## config.mk

```make
export PLATFORM = sky130hd
export DESIGN_NAME = matrix_calc_top
export DESIGN_NICKNAME = d
export VERILOG_FILES = /design/src/rtl/matrix_pkg.sv /design/src/rtl/matrix_calc_top.sv /design/src/rtl/uart_tx.sv /design/src/rtl/result_formatter.sv /design/src/rtl/matrix_alu.sv /design/src/rtl/matrix_input.sv /design/src/rtl/uart_rx.sv
export VERILOG_INCLUDE_DIRS = /design/src /design/src/rtl
export SDC_FILE = /design/constraint.sdc
export NUM_CORES = 1
export LEC_CHECK = 0
export ABC_AREA = 0
export BUFFER_PORTS_ARGS = -buffer_cell sky130_fd_sc_hd__buf_2
export CORE_UTILIZATION = 40
export CTS_CLUSTER_DIAMETER = 30
export DETAILED_ROUTE_END_ITERATION = 16
export SYNTH_ARGS = -nofsm -noshare
export SYNTH_HDL_FRONTEND = slang
export SYNTH_SLANG_ARGS = --single-unit
export TNS_END_PERCENT = 1
```

## constraint.sdc

```tcl
create_clock -name clk -period 7.3 [get_ports clk]
set_clock_uncertainty 0.2 [all_clocks]
set_input_delay 0.365 -clock clk [delete_from_list [all_inputs] [get_ports clk]]
set_output_delay 0.365 -clock clk [all_outputs]
set_load 0.05 [all_outputs]
```

## src/rtl/matrix_calc_cfg.svh

```systemverilog
// Build constants shared by the RTL and the testbench
// The host baud rate must equal the clock rate divided by CLKS_PER_BIT
`ifndef MATRIX_CALC_CFG_SVH
`define MATRIX_CALC_CFG_SVH

// ========================================
// UART timing
// ========================================

// Clock cycles per UART bit
// Kept small so that simulation stays fast
`define CLKS_PER_BIT 16

// ========================================
// Matrix sizing
// ========================================

// Largest row or column count of an operand
`define MATRIX_MAX_DIM 4

// Operand element width
`define ELEM_W 8

// Result element width
`define RESULT_W 16

`endif
```

## src/rtl/matrix_pkg.sv

```systemverilog
// Types shared by the matrix pipeline
// Widths follow the macros in the config header
`default_nettype none
`include "matrix_calc_cfg.svh"

package matrix_pkg;

  // Operation selected for a frame
  // OP_NONE marks an unknown op code
  typedef enum logic [1:0] {
    OP_NONE      = 2'd0,
    OP_ADD       = 2'd1,
    OP_SCALE     = 2'd2,
    OP_TRANSPOSE = 2'd3
  } op_code_t;

  // Row or column count, 0 up to MATRIX_MAX_DIM
  typedef logic [$clog2(`MATRIX_MAX_DIM + 1)-1:0] dim_t;

  // Flat buffer index
  // row * MATRIX_MAX_DIM + col
  typedef logic [$clog2(`MATRIX_MAX_DIM * `MATRIX_MAX_DIM)-1:0] index_t;

  // Signed operand element
  typedef logic signed [`ELEM_W-1:0] elem_t;

  // Signed result element
  typedef logic signed [`RESULT_W-1:0] result_t;

endpackage

`default_nettype wire

```

## src/rtl/matrix_calc_top.sv

```systemverilog
// Matrix calculator top: UART in, parse, ALU, format, UART out
// sw_mode_sel and sw_scalar_val are sampled on the first byte of each frame
`default_nettype none

module matrix_calc_top (
  input  wire       clk,
  input  wire       reset,
  input  wire       uart_rx,
  output wire       uart_tx,
  input  wire [7:0] sw_mode_sel,
  input  wire [7:0] sw_scalar_val
);

  // ========================================
  // Stage wires
  // ========================================

  // Receiver to parser
  logic [7:0]           rx_byte;
  logic                 rx_valid;

  // Parser to ALU
  logic                 frame_start;
  matrix_pkg::op_code_t frame_op;
  logic                 frame_error;
  matrix_pkg::dim_t     a_rows;
  matrix_pkg::dim_t     a_cols;
  matrix_pkg::dim_t     b_rows;
  matrix_pkg::dim_t     b_cols;
  matrix_pkg::elem_t    scalar;
  logic                 alu_busy;
  matrix_pkg::index_t   rd_index;
  matrix_pkg::elem_t    a_elem;
  matrix_pkg::elem_t    b_elem;

  // ALU to formatter
  logic                 res_valid;
  logic                 res_is_header;
  matrix_pkg::dim_t     res_rows;
  matrix_pkg::dim_t     res_cols;
  matrix_pkg::result_t  res_data;
  logic                 res_last;
  logic                 fmt_ready;

  // Formatter to transmitter
  logic [7:0]           tx_byte;
  logic                 tx_start;
  logic                 tx_busy;

  // ========================================
  // Pipeline
  // ========================================

  uart_rx u_uart_rx (
    .clk      (clk),
    .reset    (reset),
    .rxd      (uart_rx),
    .rx_byte  (rx_byte),
    .rx_valid (rx_valid)
  );

  matrix_input u_input (
    .clk           (clk),
    .reset         (reset),
    .rx_byte       (rx_byte),
    .rx_valid      (rx_valid),
    .sw_mode_sel   (sw_mode_sel),
    .sw_scalar_val (sw_scalar_val),
    .alu_busy      (alu_busy),
    .frame_start   (frame_start),
    .frame_op      (frame_op),
    .frame_error   (frame_error),
    .a_rows        (a_rows),
    .a_cols        (a_cols),
    .b_rows        (b_rows),
    .b_cols        (b_cols),
    .scalar        (scalar),
    .rd_index      (rd_index),
    .a_elem        (a_elem),
    .b_elem        (b_elem)
  );

  matrix_alu u_alu (
    .clk           (clk),
    .reset         (reset),
    .frame_start   (frame_start),
    .frame_op      (frame_op),
    .frame_error   (frame_error),
    .a_rows        (a_rows),
    .a_cols        (a_cols),
    .b_rows        (b_rows),
    .b_cols        (b_cols),
    .scalar        (scalar),
    .alu_busy      (alu_busy),
    .rd_index      (rd_index),
    .a_elem        (a_elem),
    .b_elem        (b_elem),
    .res_valid     (res_valid),
    .res_is_header (res_is_header),
    .res_rows      (res_rows),
    .res_cols      (res_cols),
    .res_data      (res_data),
    .res_last      (res_last),
    .fmt_ready     (fmt_ready)
  );

  result_formatter u_formatter (
    .clk           (clk),
    .reset         (reset),
    .res_valid     (res_valid),
    .res_is_header (res_is_header),
    .res_rows      (res_rows),
    .res_cols      (res_cols),
    .res_data      (res_data),
    .res_last      (res_last),
    .fmt_ready     (fmt_ready),
    .tx_byte       (tx_byte),
    .tx_start      (tx_start),
    .tx_busy       (tx_busy)
  );

  uart_tx u_uart_tx (
    .clk      (clk),
    .reset    (reset),
    .tx_byte  (tx_byte),
    .tx_start (tx_start),
    .txd      (uart_tx),
    .tx_busy  (tx_busy)
  );

endmodule

`default_nettype wire

```

## src/rtl/uart_tx.sv

```systemverilog
// 8N1 transmitter with a busy level of 10 bit times
// tx_start is taken only while tx_busy is low
`default_nettype none
`include "matrix_calc_cfg.svh"

module uart_tx (
  input  wire        clk,
  input  wire        reset,
  input  wire  [7:0] tx_byte,
  input  wire        tx_start,
  output logic       txd,
  output logic       tx_busy
);

  localparam int CNT_W = $clog2(`CLKS_PER_BIT);

  logic [CNT_W-1:0] clk_cnt;
  logic [3:0]       bit_cnt;
  // Data bits then stop bit
  logic [8:0]       shreg;

  always_ff @(posedge clk) begin
    if (reset) begin
      tx_busy <= 1'b0;
      txd     <= 1'b1;
      clk_cnt <= '0;
      bit_cnt <= '0;
    end else if (!tx_busy) begin
      if (tx_start) begin
        // Start bit goes out right away
        tx_busy <= 1'b1;
        txd     <= 1'b0;
        clk_cnt <= '0;
        bit_cnt <= '0;
      end
    end else if (clk_cnt == CNT_W'(`CLKS_PER_BIT - 1)) begin
      clk_cnt <= '0;
      bit_cnt <= bit_cnt + 1'b1;
      // Line is left high by the stop bit
      if (bit_cnt == 4'd9) tx_busy <= 1'b0;
      else                 txd     <= shreg[0];
    end else begin
      clk_cnt <= clk_cnt + 1'b1;
    end
  end

  // LSB first
  always_ff @(posedge clk) begin
    if (!tx_busy && tx_start) begin
      shreg <= {1'b1, tx_byte};
    end else if (tx_busy && clk_cnt == CNT_W'(`CLKS_PER_BIT - 1)) begin
      shreg <= {1'b1, shreg[8:1]};
    end
  end

  // The formatter must wait out each byte
  assert property (@(posedge clk) disable iff (reset) tx_start |-> !tx_busy);

endmodule

`default_nettype wire

```

## src/rtl/result_formatter.sv

```systemverilog
// One-item buffer that turns results into bytes for the UART transmitter
// Header is rows then cols; elements go high byte first
`default_nettype none

module result_formatter (
  input  wire                        clk,
  input  wire                        reset,
  input  wire                        res_valid,
  input  wire                        res_is_header,
  input  wire matrix_pkg::dim_t      res_rows,
  input  wire matrix_pkg::dim_t      res_cols,
  input  wire matrix_pkg::result_t   res_data,
  input  wire                        res_last,
  output logic                       fmt_ready,
  output logic [7:0]                 tx_byte,
  output logic                       tx_start,
  input  wire                        tx_busy
);

  matrix_pkg::dim_t    hold_rows;
  matrix_pkg::dim_t    hold_cols;
  matrix_pkg::result_t hold_data;
  logic                hold_header;
  logic                full;
  logic                byte_sel;
  logic                expect_header;
  logic                take;
  logic                send;
  logic [7:0]          next_byte;

  assign fmt_ready = !full;
  assign take      = res_valid && fmt_ready;
  // tx_busy lags tx_start by a cycle
  assign send      = full && !tx_busy && !tx_start;

  always_comb begin
    if (hold_header) begin
      next_byte = byte_sel ? 8'(hold_cols) : 8'(hold_rows);
    end else begin
      next_byte = byte_sel ? hold_data[7:0] : hold_data[15:8];
    end
  end

  // Two bytes per item
  // Buffer frees with the second byte
  always_ff @(posedge clk) begin
    if (reset) begin
      full          <= 1'b0;
      byte_sel      <= 1'b0;
      tx_start      <= 1'b0;
      expect_header <= 1'b1;
    end else begin
      tx_start <= send;
      if (take) begin
        full          <= 1'b1;
        byte_sel      <= 1'b0;
        expect_header <= res_last;
      end else if (send) begin
        byte_sel <= 1'b1;
        if (byte_sel) full <= 1'b0;
      end
    end
  end

  always_ff @(posedge clk) begin
    if (take) begin
      hold_header <= res_is_header;
      hold_rows   <= res_rows;
      hold_cols   <= res_cols;
      hold_data   <= res_data;
    end
    if (send) tx_byte <= next_byte;
  end

  // Each frame opens with one header and the last item closes it
  assert property (@(posedge clk) disable iff (reset)
    take |-> (res_is_header == expect_header));

endmodule

`default_nettype wire

```

## src/rtl/matrix_alu.sv

```systemverilog
// Element-by-element ALU for add, scalar multiply and transpose
// Frame fields must stay stable from frame_start until the last item is taken
`default_nettype none
`include "matrix_calc_cfg.svh"

module matrix_alu (
  input  wire                        clk,
  input  wire                        reset,
  input  wire                        frame_start,
  input  wire matrix_pkg::op_code_t  frame_op,
  input  wire                        frame_error,
  input  wire matrix_pkg::dim_t      a_rows,
  input  wire matrix_pkg::dim_t      a_cols,
  input  wire matrix_pkg::dim_t      b_rows,
  input  wire matrix_pkg::dim_t      b_cols,
  input  wire matrix_pkg::elem_t     scalar,
  output logic                       alu_busy,
  output matrix_pkg::index_t         rd_index,
  input  wire matrix_pkg::elem_t     a_elem,
  input  wire matrix_pkg::elem_t     b_elem,
  output logic                       res_valid,
  output logic                       res_is_header,
  output matrix_pkg::dim_t           res_rows,
  output matrix_pkg::dim_t           res_cols,
  output matrix_pkg::result_t        res_data,
  output logic                       res_last,
  input  wire                        fmt_ready
);

  localparam int DIM = `MATRIX_MAX_DIM;

  matrix_pkg::dim_t    row;
  matrix_pkg::dim_t    col;
  matrix_pkg::result_t elem_val;
  logic                transpose;
  logic                fault;
  logic                xfer;
  logic                col_end;
  logic                last_elem;

  assign transpose = (frame_op == matrix_pkg::OP_TRANSPOSE);
  // Shape mismatch on add, or a fault flagged by the parser
  assign fault = frame_error ||
                 ((frame_op == matrix_pkg::OP_ADD) &&
                  ((a_rows != b_rows) || (a_cols != b_cols)));
  assign xfer      = res_valid && fmt_ready;
  assign col_end   = (col == res_cols - 1'b1);
  assign last_elem = col_end && (row == res_rows - 1'b1);

  // Row and col count the result, so transpose reads A swapped
  assign rd_index = transpose ? matrix_pkg::index_t'(col * DIM + row)
                              : matrix_pkg::index_t'(row * DIM + col);

  // Sign-extend before the math
  always_comb begin
    case (frame_op)
      matrix_pkg::OP_ADD:
        elem_val = matrix_pkg::result_t'(a_elem) + matrix_pkg::result_t'(b_elem);
      matrix_pkg::OP_SCALE:
        elem_val = matrix_pkg::result_t'(a_elem) * matrix_pkg::result_t'(scalar);
      default:
        elem_val = matrix_pkg::result_t'(a_elem);
    endcase
  end

  // Valid stays up until the last item goes
  always_ff @(posedge clk) begin
    if (reset) begin
      alu_busy  <= 1'b0;
      res_valid <= 1'b0;
    end else if (frame_start) begin
      alu_busy  <= 1'b1;
      res_valid <= 1'b1;
    end else if (xfer && res_last) begin
      alu_busy  <= 1'b0;
      res_valid <= 1'b0;
    end
  end

  always_ff @(posedge clk) begin
    if (frame_start) begin
      // Header first
      // A faulty frame ends with the 0 by 0 header
      res_is_header <= 1'b1;
      res_last      <= fault;
      res_rows      <= fault ? '0 : (transpose ? a_cols : a_rows);
      res_cols      <= fault ? '0 : (transpose ? a_rows : a_cols);
      row           <= '0;
      col           <= '0;
    end else if (xfer && !res_last) begin
      res_is_header <= 1'b0;
      res_data      <= elem_val;
      res_last      <= last_elem;
      col           <= col_end ? '0 : col + 1'b1;
      if (col_end) row <= row + 1'b1;
    end
  end

  // Offered item holds while the formatter is full
  assert property (@(posedge clk) disable iff (reset)
    res_valid && !fmt_ready |=> res_valid && $stable(res_data) &&
                                $stable(res_is_header) && $stable(res_last) &&
                                $stable(res_rows) && $stable(res_cols));

endmodule

`default_nettype wire

```

## src/rtl/matrix_input.sv

```systemverilog
// Frame parser and operand buffers; op and scalar are taken on the first byte
// Bytes seen while alu_busy is high are dropped since UART cannot be stalled
`default_nettype none
`include "matrix_calc_cfg.svh"

module matrix_input (
  input  wire                      clk,
  input  wire                      reset,
  input  wire  [7:0]               rx_byte,
  input  wire                      rx_valid,
  input  wire  [7:0]               sw_mode_sel,
  input  wire  [7:0]               sw_scalar_val,
  input  wire                      alu_busy,
  output logic                     frame_start,
  output matrix_pkg::op_code_t     frame_op,
  output logic                     frame_error,
  output matrix_pkg::dim_t         a_rows,
  output matrix_pkg::dim_t         a_cols,
  output matrix_pkg::dim_t         b_rows,
  output matrix_pkg::dim_t         b_cols,
  output matrix_pkg::elem_t        scalar,
  input  wire matrix_pkg::index_t  rd_index,
  output matrix_pkg::elem_t        a_elem,
  output matrix_pkg::elem_t        b_elem
);

  localparam int DIM = `MATRIX_MAX_DIM;

  typedef enum logic [1:0] {S_ROWS, S_COLS, S_ELEMS} state_t;

  state_t               state;
  logic                 opnd_b;
  matrix_pkg::dim_t     cnt_row;
  matrix_pkg::dim_t     cnt_col;
  matrix_pkg::dim_t     cur_rows;
  matrix_pkg::dim_t     cur_cols;
  matrix_pkg::op_code_t op_dec;
  matrix_pkg::index_t   wr_index;
  logic                 accept;
  logic                 first_byte;
  logic                 dim_bad;
  logic                 row_end;
  logic                 opnd_end;

  matrix_pkg::elem_t    buf_a [DIM*DIM];
  matrix_pkg::elem_t    buf_b [DIM*DIM];

  // Switch code to op
  always_comb begin
    case (sw_mode_sel)
      8'd1:    op_dec = matrix_pkg::OP_ADD;
      8'd2:    op_dec = matrix_pkg::OP_SCALE;
      8'd3:    op_dec = matrix_pkg::OP_TRANSPOSE;
      default: op_dec = matrix_pkg::OP_NONE;
    endcase
  end

  assign accept     = rx_valid && !alu_busy;
  assign first_byte = (state == S_ROWS) && !opnd_b;
  assign dim_bad    = (rx_byte == 8'd0) || (rx_byte > 8'(DIM));
  assign cur_rows   = opnd_b ? b_rows : a_rows;
  assign cur_cols   = opnd_b ? b_cols : a_cols;
  assign wr_index   = matrix_pkg::index_t'(cnt_row * DIM + cnt_col);
  assign row_end    = (cnt_col == cur_cols - 1'b1);
  assign opnd_end   = row_end && (cnt_row == cur_rows - 1'b1);

  // ========================================
  // Frame FSM
  // ========================================
  always_ff @(posedge clk) begin
    if (reset) begin
      state       <= S_ROWS;
      opnd_b      <= 1'b0;
      cnt_row     <= '0;
      cnt_col     <= '0;
      frame_start <= 1'b0;
      frame_error <= 1'b0;
    end else begin
      frame_start <= 1'b0;
      if (accept) begin
        case (state)
          S_ROWS, S_COLS: begin
            if (dim_bad) begin
              // Frame ends at the bad byte
              frame_start <= 1'b1;
              frame_error <= 1'b1;
              opnd_b      <= 1'b0;
              state       <= S_ROWS;
            end else begin
              cnt_row <= '0;
              cnt_col <= '0;
              state   <= (state == S_ROWS) ? S_COLS : S_ELEMS;
            end
          end
          S_ELEMS: begin
            cnt_col <= row_end ? '0 : cnt_col + 1'b1;
            if (row_end) cnt_row <= cnt_row + 1'b1;
            if (opnd_end) begin
              state <= S_ROWS;
              // Add needs B next
              if (!opnd_b && frame_op == matrix_pkg::OP_ADD) begin
                opnd_b <= 1'b1;
              end else begin
                opnd_b      <= 1'b0;
                frame_start <= 1'b1;
                frame_error <= (frame_op == matrix_pkg::OP_NONE);
              end
            end
          end
          default: state <= S_ROWS;
        endcase
      end
    end
  end

  // ========================================
  // Frame fields and operand buffers
  // ========================================
  always_ff @(posedge clk) begin
    if (accept) begin
      if (first_byte) begin
        frame_op <= op_dec;
        scalar   <= matrix_pkg::elem_t'(sw_scalar_val);
      end
      if (!dim_bad && state == S_ROWS) begin
        if (opnd_b) b_rows <= matrix_pkg::dim_t'(rx_byte);
        else        a_rows <= matrix_pkg::dim_t'(rx_byte);
      end
      if (!dim_bad && state == S_COLS) begin
        if (opnd_b) b_cols <= matrix_pkg::dim_t'(rx_byte);
        else        a_cols <= matrix_pkg::dim_t'(rx_byte);
      end
      if (state == S_ELEMS) begin
        if (opnd_b) buf_b[wr_index] <= matrix_pkg::elem_t'(rx_byte);
        else        buf_a[wr_index] <= matrix_pkg::elem_t'(rx_byte);
      end
    end
  end

  // ALU read port
  assign a_elem = buf_a[rd_index];
  assign b_elem = buf_b[rd_index];

  // A new frame only reaches an idle ALU
  assert property (@(posedge clk) disable iff (reset) frame_start |-> !alu_busy);

endmodule

`default_nettype wire

```

## src/rtl/uart_rx.sv

```systemverilog
// 8N1 receiver with one strobe per byte
// Bytes with a low stop bit are dropped silently
`default_nettype none
`include "matrix_calc_cfg.svh"

module uart_rx (
  input  wire        clk,
  input  wire        reset,
  input  wire        rxd,
  output logic [7:0] rx_byte,
  output logic       rx_valid
);

  localparam int CNT_W = $clog2(`CLKS_PER_BIT);

  typedef enum logic [1:0] {S_IDLE, S_START, S_DATA, S_STOP} state_t;

  state_t           state;
  logic [1:0]       rx_sync;
  logic [CNT_W-1:0] clk_cnt;
  logic [2:0]       bit_cnt;
  logic             bit_end;

  // Two flop synchronizer
  // Line idles high
  always_ff @(posedge clk) begin
    if (reset) begin
      rx_sync <= 2'b11;
    end else begin
      rx_sync <= {rx_sync[0], rxd};
    end
  end

  assign bit_end = (clk_cnt == CNT_W'(`CLKS_PER_BIT - 1));

  always_ff @(posedge clk) begin
    if (reset) begin
      state    <= S_IDLE;
      clk_cnt  <= '0;
      bit_cnt  <= '0;
      rx_valid <= 1'b0;
    end else begin
      rx_valid <= 1'b0;
      clk_cnt  <= clk_cnt + 1'b1;
      case (state)
        S_IDLE: begin
          clk_cnt <= '0;
          if (!rx_sync[1]) state <= S_START;
        end
        // Recheck the start bit at mid-bit to reject glitches
        S_START: begin
          if (clk_cnt == CNT_W'(`CLKS_PER_BIT / 2 - 1)) begin
            clk_cnt <= '0;
            bit_cnt <= '0;
            state   <= rx_sync[1] ? S_IDLE : S_DATA;
          end
        end
        // LSB first
        S_DATA: begin
          if (bit_end) begin
            clk_cnt <= '0;
            rx_byte <= {rx_sync[1], rx_byte[7:1]};
            bit_cnt <= bit_cnt + 1'b1;
            if (bit_cnt == 3'd7) state <= S_STOP;
          end
        end
        S_STOP: begin
          if (bit_end) begin
            rx_valid <= rx_sync[1];
            state    <= S_IDLE;
          end
        end
        default: state <= S_IDLE;
      endcase
    end
  end

endmodule

`default_nettype wire

```

After elaboration in Yosys (flattened, before gate mapping)
Memories as Yosys holds them, arrays and structs flattened.
Cells that the tools add are included.
{ "word_totals": {"output_inout_bits": 1, "ff_bits": 136, "ramBits": 256, "mem_count": 2, "in_bits": 19} }
{ "mem_list": {"columns": ["memory", "words", "width", "rd", "rd_clocked_by_memory_dff", "wr", "line_no", "source"], "rows": [
  ["u_input.buf_a", 16, 8, 1, 0, 1, "matrix_input.sv:45", "matrix_pkg::elem_t buf_a [DIM*DIM];"],
  ["u_input.buf_b", 16, 8, 1, 0, 1, "matrix_input.sv:46", "matrix_pkg::elem_t buf_b [DIM*DIM];"]
]} }
{ "classes": {"order_cmp": 1, "mux": 75, "multipliers": 1, "add_sub_neg": 16, "eq_ne": 34, "n_bitwise": 6, "n_reduce_logical": 59} }
{ "op_table": {"columns": ["operator", "n"], "rows": [
  ["3-bit 2-to-1 mux", 11],
  ["1-bit 2-to-1 mux", 32],
  ["4-bit 2-to-1 mux", 8],
  ["8-bit 2-to-1 mux", 4],
  ["16-bit case mux with 2 select lines", 1],
  ["3-bit AND reduction", 8],
  ["2-bit 2-to-1 mux", 9],
  ["3-bit case mux with 2 select lines", 3],
  ["8-bit by 2-bit == test with 1-bit output, second input constant", 2],
  ["8-bit by 8-bit multiplier with 16-bit output", 1],
  ["2-bit nonzero test", 8],
  ["3-bit by 1-bit adder with 3-bit output, second input constant", 5],
  ["1-bit logical AND", 15],
  ["2-bit by 1-bit inequality test with 1-bit output, second input constant", 7],
  ["4-bit by 1-bit adder with 4-bit output, second input constant", 3],
  ["4-bit by 3-bit adder with 4-bit output", 3],
  ["3-bit == test", 4],
  ["4-bit == test, second input constant", 3],
  ["4-bit case mux with 3 select lines", 1],
  ["2-bit AND reduction", 6],
  ["3-bit by 1-bit subtractor with 3-bit output, second input constant", 4],
  ["2-bit == test, second input constant", 5],
  ["2-bit inequality test, second input constant", 5],
  ["5-bit AND reduction", 2],
  ["19 further kinds", 42]
]} }

Longest topological paths before layout
Gate-level depths: netlist (run 1).
{ "logic_depth": {"word_depth": 6, "mapped_depth": 25, "mapped_depth_nobuf": 22} }

Cells and area by module
Synthesis (run 1) repeated with hierarchy kept, for this count alone.
{ "unflattened": {"hier_cells": 1236, "hier_area_um2": 18780.5} }
{ "modules_own_cells": {"columns": ["mod", "cells_per_inst", "n_inst", "area_each_um2"], "rows": [
  ["matrix_input", 533, 1, 11407.2],
  ["matrix_alu", 494, 1, 4580.6],
  ["result_formatter", 59, 1, 1192.4],
  ["uart_tx", 90, 1, 840.8],
  ["uart_rx", 60, 1, 759.5]
]} }

Worst setup path after synthesis (run 1)
No wires, ideal clock.
{ "synth_path": {"kind": "reg2reg", "start": "reg u_input.frame_op[0]", "end": "reg u_alu.res_data[14], data pin", "setup_slack_ps": 928, "t_required_ps": 6839, "arrival_time_ps": 5911, "path_buffers": 2, "setup_time_ps": 261, "stages_incl_launch_ff": 24, "cell_sequence": "edfxtp_1 > ha_1 > buf_6 > mux2i_4 > buf_6 > mux4_1 > mux2i_4 > mux2i_4 > and2_1 > fa_1 > inv_1 > fa_1 > inv_1 > fa_1 > inv_1 > fa_1 > inv_1 > ha_1 > inv_1 > o21ai_0 > a311o_1 > nor2_1 > a31o_2 > o32a_1"} }
{ "synth_between": {"elab_chain_len": 5, "word_cells_on_any_way": 9} }
{ "synth_lines": {"columns": ["item", "line_no", "source"], "rows": [
  ["from (decl)", "matrix_input.sv:15", "output matrix_pkg::op_code_t frame_op,"],
  ["from (signal assigned)", "matrix_input.sv:122", "frame_op <= op_dec;"],
  ["2-bit == test", "matrix_alu.sv:41", "assign transpose = (frame_op == matrix_pkg::OP_TRANSPOSE);"],
  ["4-bit 2-to-1 mux", "matrix_alu.sv:51", "assign rd_index = transpose ? matrix_pkg::index_t'(col * DIM + row)"],
  ["memory 16 x 8 bit, on equally long branches", null, null],
  ["8-bit by 8-bit multiplier with 16-bit output / 8-bit by 8-bit adder with 9-bit output (equally long branches)", "matrix_alu.sv:60, matrix_alu.sv:58", null],
  ["16-bit case mux with 2 select lines (*)", "matrix_alu.sv:56", "case (frame_op)"],
  ["via u_alu.elem_val[14]", "matrix_alu.sv:34", "matrix_pkg::result_t elem_val;"],
  ["to (signal assigned)", "matrix_alu.sv:92", "res_data <= elem_val;"],
  ["to (decl)", "matrix_alu.sv:25", "output matrix_pkg::result_t res_data,"]
]} }
Mark *: on every way through the listed nets, which the timed path passes. The rest lies on a longest branch.
A chain may end at the register's enable or synchronous reset.

Worst setup path in the final report (run 1)
Same ends and word-level chain as after synthesis.

==> flow_summary.json, run 1 <==
{
  "grt_pass1_vias": 10764,
  "synth-warning-count": 0,
  "io_buffers": 19,
  "endpoint_kind": "register",
  "finalSetupViolCount": 0,
  "core.rowCount": 79,
  "dp_hpwl_um": 26400,
  "dr.pass1.iters": 11,
  "setup_tns_ps": 0,
  "criticalPathCategory": "reg2reg",
  "area_growth_pct": 19.5,
  "start_kind": "register",
  "ys_ff_latch": 392,
  "avgSynthCellArea_um2": 15.0,
  "vias_per_cell": 5.16,
  "clkLatencyLatePin_ps": 610,
  "slew_viol_final": 0,
  "die_h_um": 220,
  "synth_top_area_share_pct": 54.8,
  "drive_gt1_share_pct": 18.5,
  "required_ps": 7440,
  "ys.flop_type": "edfxtp_1",
  "min_from": "sw_mode_sel[6]",
  "core_mm2": 0.0468,
  "synth_nets": 1414,
  "drc": 2,
  "dr.first_iter.drc_count": 857,
  "dieArea_mm2": 0.0485,
  "cp.arrival_ps": 6850,
  "synth_top_cells_by_area": "edfxtp_1, mux4_2, fa_1, dfxtp_1, ha_1",
  "initial_core_util_pct": 40.8,
  "io_pins": 20,
  "vdd_drop_max_uv": 230,
  "hp-class": "in2reg",
  "cts.sinks": 392,
  "fin_area_mm2": 0.0228,
  "clk_pin_slew_ps": 50,
  "vias": 10495,
  "postLayoutCoreUtil_pct": 48.7,
  "rsz0062_at_grt": "false",
  "grt_usage_pct": 16.9,
  "hold_violations": 0,
  "die_w_um": 220,
  "grt_overflow": 0,
  "violations": "design-rule violations",
  "design_power_total_mw": 7.33,
  "cts.htree.levels": 3,
  "synth_top_cell_by_area": "edfxtp_1",
  "ys_seq_area_share_pct": 59.4,
  "r2r_start": "u_input.frame_op[0]",
  "postCtsSetupBuffers": 0,
  "cts_tree": "done",
  "maxCapViolCount": 0,
  "cts_made_buffers": 81,
  "min_period_ps": 6710,
  "ant_nets": 0,
  "cts_root_buf": "clkbuf_16",
  "power.density_mw_per_mm2": 322,
  "antenna_found_initial": 1,
  "layout_commonest_cell": "edfxtp_1",
  "nets": 1503,
  "async_flop_share_pct": 0,
  "place_area_mm2": 0.0199,
  "timing.final.crit_share_pct": 91.9,
  "grt_max_degree": 39,
  "netlist_area_mm2": 0.0191,
  "clock.fmax_ghz": 0.149,
  "gp_congestion": 0.821,
  "worstPathMaxFanout": 31,
  "leakagePower_nw": 8.25,
  "synthCells": 1272,
  "wirelength_um": 39500,
  "worstMarginPinSlew_ps": 1210,
  "synthDistinctLibCells": 64,
  "grt_pass1_wl_um": 61700,
  "synth_edf_count": 348,
  "slew_headroom_pct": 19.6,
  "cts_buffer_depth": 3,
  "fill_cells": 3944,
  "status": "finished with violations",
  "wl_per_cell_um": 19.4,
  "most-common-layout-cells": "edfxtp_1, inv_1, clkbuf_16",
  "diodes": 0,
  "worstSetupStartpoint": "u_input.frame_op[0]"
}
## worst paths after layout
kind,endpoint,slack (ps),cells past startpoint
setup / recovery,u_alu.res_data[14],590,22
hold / removal,u_input.frame_op[1],80,3
setup reg to reg,u_alu.res_data[14],590,22
hold reg to reg,u_uart_rx.rx_sync[1],210,1
## power by group
group,total (mW),switching (mW),internal [mW]
Clock,3.72,1.19,2.53
Sequential,2.43,0.00569,2.42
Combinational,1.19,0.679,0.507
## cells by family (layout without fill, tap and decap cells)
family	count (synthesis)	in the layout	synth area share, %
AND/OR/NAND/NOR	303	303	8.03
XOR/XNOR	54	54	2.48
buffers and inverters	142	298	3.22
adder cells (fa/ha/maj)	123	123	10.3
flip-flops	392	392	59.4
multiplexers	131	131	12.0
AO/OA/AOI/OAI	127	127	4.58
## Yosys cell counts (6+ instances only)
cell type,number
a2bb2oi_1,7
nor4_1,6
nand2_1,60
nand3_1,11
mux2i_4,8
nor2b_1,24
mux2i_1,39
nand4_1,7
mux2_2,8
o21ai_0,14
mux2i_2,10
xor2_1,22
mux4_2,63
buf_2,10
inv_1,100
ha_1,67
a21oi_1,44
fa_1,56
and2_1,62
edfxtp_1,348
a221oi_1,9
clkbuf_1,20
nor3_1,25
nand2b_1,12
xnor2_1,32
nor2_1,75
a211oi_1,11
dfxtp_1,44
## per-stage QoR
stage / hold WS, ps / setup WS, ps / std cells
floorplan: 189 / 928 / 1272
global placement: 209 / 712 / 1874
detailed placement: 201 / 534 / 1874
CTS: 62.3 / 573 / 2035
global route: 89.7 / 227 / 2035
finish: 79.5 / 591 / 2035
## routing by layer
metal	vias to the layer above	share of wire, %	global-route usage, %
met4	2	2.0	5.33
met5	-	0.030	0
li1	4911	-	-
met3	72	6.0	4.14
met1	5228	45	22.4
met2	282	47	27.4
## critical path: stages, from the launching register on
cell      delay, ps
edfxtp_1        380
ha_1            250
buf_4           260
mux2i_4         300
buf_12          250
mux4_2          330
mux2i_1         320
a21oi_2         190
nand2b_1        210
fa_1            530
fa_1            570
inv_1            70
fa_1            550
inv_1            60
fa_1            530
inv_1            40
ha_1            310
inv_1            60
o21ai_0         240
a311o_1         260
nor2_1           50
a31o_2          210
o32a_1          280
## area by class of cell
cell class / instances / area, um2 / area share, %
multi-input cells: 738 / 7150 / 31.4
clock buffers: 95 / 2110 / 9.26
flip-flops and latches: 392 / 11300 / 49.7
clock inverters: 55 / 689 / 3.03
repair buffers: 48 / 365 / 1.60
inverters: 100 / 375 / 1.65
well taps: 607 / 759 / 3.33
## flip-flops by register name, summed over array words and instances (netlist names), 3 cells and up, named ones only
register,cells
u_uart_tx.clk_cnt,4
u_formatter.hold_data,16
u_alu.res_rows,3
u_alu.row,3
u_input.b_cols,3
u_input.b_rows,3
u_input.scalar,8
u_uart_tx.bit_cnt,4
u_input.cnt_col,3
u_input.buf_a,128
u_input.cnt_row,3
u_alu.col,3
u_formatter.hold_cols,3
u_uart_tx.shreg,8
u_input.a_cols,3
u_alu.res_data,16
u_formatter.hold_rows,3
u_uart_rx.rx_byte,8
u_alu.res_cols,3
u_input.buf_b,128
u_formatter.tx_byte,8
u_uart_rx.bit_cnt,3
u_uart_rx.clk_cnt,4
u_input.a_rows,3
## timing repair
item                                   in CTS  in global routing
endpoints found under the hold margin      11                  0
hold buffers                               11                  0
gates resized for setup                     0                  0
Note: power is estimated with default switching activity, not from simulation.
==> inputs of run 2 (changes only) <==
--- a/config.mk
+++ b/config.mk
@@ -7,10 +7,11 @@
 export NUM_CORES = 1
 export LEC_CHECK = 0
 export ABC_AREA = 0
-export BUFFER_PORTS_ARGS = -buffer_cell sky130_fd_sc_hd__buf_2
 export CORE_UTILIZATION = 40
+export CTS_BUF_LIST = sky130_fd_sc_hd__clkbuf_8
 export CTS_CLUSTER_DIAMETER = 30
 export DETAILED_ROUTE_END_ITERATION = 16
+export DONT_BUFFER_PORTS = 1
 export SYNTH_ARGS = -nofsm -noshare
 export SYNTH_HDL_FRONTEND = slang
 export SYNTH_SLANG_ARGS = --single-unit
==> flow_summary.json, run 2 (synthesized netlist as in run 1, its figures left out) <==
{
  "die_w_um": 220,
  "power.density_mw_per_mm2": 286,
  "vias_per_cell": 5.14,
  "clk_pin_slew_ps": 60,
  "maxCapViolCount": 0,
  "antenna_found_initial": 1,
  "worstPathMaxFanout": 36,
  "dr.pass1.iters": 11,
  "cts.htree.levels": 3,
  "fin_cells": 2027,
  "setup_tns_ps": 0,
  "finalSetupViolCount": 0,
  "dieArea_mm2": 0.0485,
  "hold_slack_ps": 141,
  "required_ps": 7480,
  "io_pins": 20,
  "cts_root_buf": "clkbuf_8",
  "place_area_mm2": 0.0198,
  "reg.largest.list": "u_input.buf_a: 128 flops, u_input.buf_b: 128 flops",
  "place_inst": 1858,
  "cts_resized": 0,
  "drive_gt1_share_pct": 18.0,
  "io_buffers": 0,
  "drc": 2,
  "slew_headroom_pct": 18.9,
  "criticalPathCategory": "reg2reg",
  "nets": 1494,
  "dr.first_iter.drc_count": 833,
  "wl_per_cell_um": 19.4,
  "violations": "design-rule violations",
  "clock.fmax_ghz": 0.150,
  "start_kind": "register",
  "timing.final.crit_share_pct": 91.3,
  "cts_tree": "done",
  "endpoint_kind": "register",
  "grt_pass1_wl_um": 61700,
  "grt_usage_pct": 16.9,
  "grt_overflow": 0,
  "final-seq-area_mm2": 0.0113,
  "core.rowCount": 79,
  "leakagePower_nw": 7.87,
  "layout_commonest_cell": "edfxtp_1",
  "initial_core_util_pct": 40.8,
  "slew_viol_final": 0,
  "clkLatencyLatePin_ps": 650,
  "core_mm2": 0.0468,
  "multiInputGateArea_mm2": 0.00715,
  "diodes": 0,
  "cts_made_buffers": 83,
  "wirelength_um": 39300,
  "grt_max_degree": 40,
  "status": "finished with violations",
  "min_period_ps": 6660,
  "design_power_total_mw": 6.25,
  "cts_buffer_depth": 3,
  "vdd_drop_max_uv": 139,
  "gp_congestion": 0.814,
  "ant_nets": 0,
  "fill_cells": 4061,
  "dp_hpwl_um": 25800,
  "vias": 10421,
  "fin_area_mm2": 0.0219,
  "cts.sinks": 392,
  "most-common-layout-cells": "edfxtp_1, inv_1, clkbuf_8",
  "worstMarginPinSlew_ps": 1210,
  "area_growth_pct": 14.8,
  "grt_pass1_vias": 10836,
  "hp-class": "in2reg",
  "rsz0062_at_grt": "false",
  "hold_violations": 0,
  "die_h_um": 220,
  "cp.arrival_ps": 6840,
  "postCtsSetupBuffers": 0
}
[run 2: cell types whose count changed in the layout (fill, tap and decap cells not counted), sizes merged]
cell and delta:
clkbuf -10, buf -15, bufinv +1, clkinv -7, dlygate4sd3 +4, clkinvlp +5, inv +14
[run 2: worst paths after layout]
path / cells after the start / startpoint / to / slack (ps)
max: 23 / u_input.frame_op[0] / u_alu.res_data[14] / 640
min: 1 / sw_scalar_val[2] / u_input.scalar[2] / 140
max reg2reg: 23 / u_input.frame_op[0] / u_alu.res_data[14] / 640
min reg2reg: 0 / u_alu.res_data[7] / u_formatter.hold_data[7] / 200
[run 2: per-stage QoR]
stage / utilization (%) / setup WS [ps]
floorplan: - / 928
global placement: 42.3 / 694
detailed placement: 42.3 / 637
CTS: 46.8 / 610
global route: 46.8 / 292
finish: 46.8 / 637
[run 2: per-layer routing]
metal	track usage [%]	up-vias	wire (um)
li1	-	4898	-
met1	22.3	5243	17700
met2	27.0	205	18700
met3	4.18	73	1900
met4	6.02	2	1020
met5	0	-	15
[run 2: timing repair]
action                                  4_1_cts  5_1_grt
hold buffers                                 16        0
endpoints found under the setup margin        0        0
hold endpoints to repair                     55        0
[run 2: power breakdown]
group	switching (mW)	internal, mW	total, mW
Sequential	0.00589	2.41	2.42
Clock	1.04	1.61	2.65
Combinational	0.668	0.505	1.17
[run 2: layout make-up]
cell class	instances	share of cell area, %
sequential	392	51.8
multi-input combinational	738	32.7
clock buffer	85	5.35
tap	607	3.47
clock inverter	68	3.39
inverter	100	1.72
timing repair buffer	37	1.61
[run 2: critical path, stage by stage (launching register included)]
cell and delay, ps:
edfxtp_1 380, ha_1 250, buf_4 260, mux2i_4 280
buf_12 260, mux4_2 330, nor2b_1 150, a211oi_2 230
a21oi_2 130, nand2b_1 220, fa_1 510, fa_1 550
inv_1 50, fa_1 520, inv_1 50, fa_1 520
inv_1 40, ha_1 320, inv_1 60, o21ai_0 250
a311o_1 260, nor2_1 50, a31o_2 210, o32a_1 280
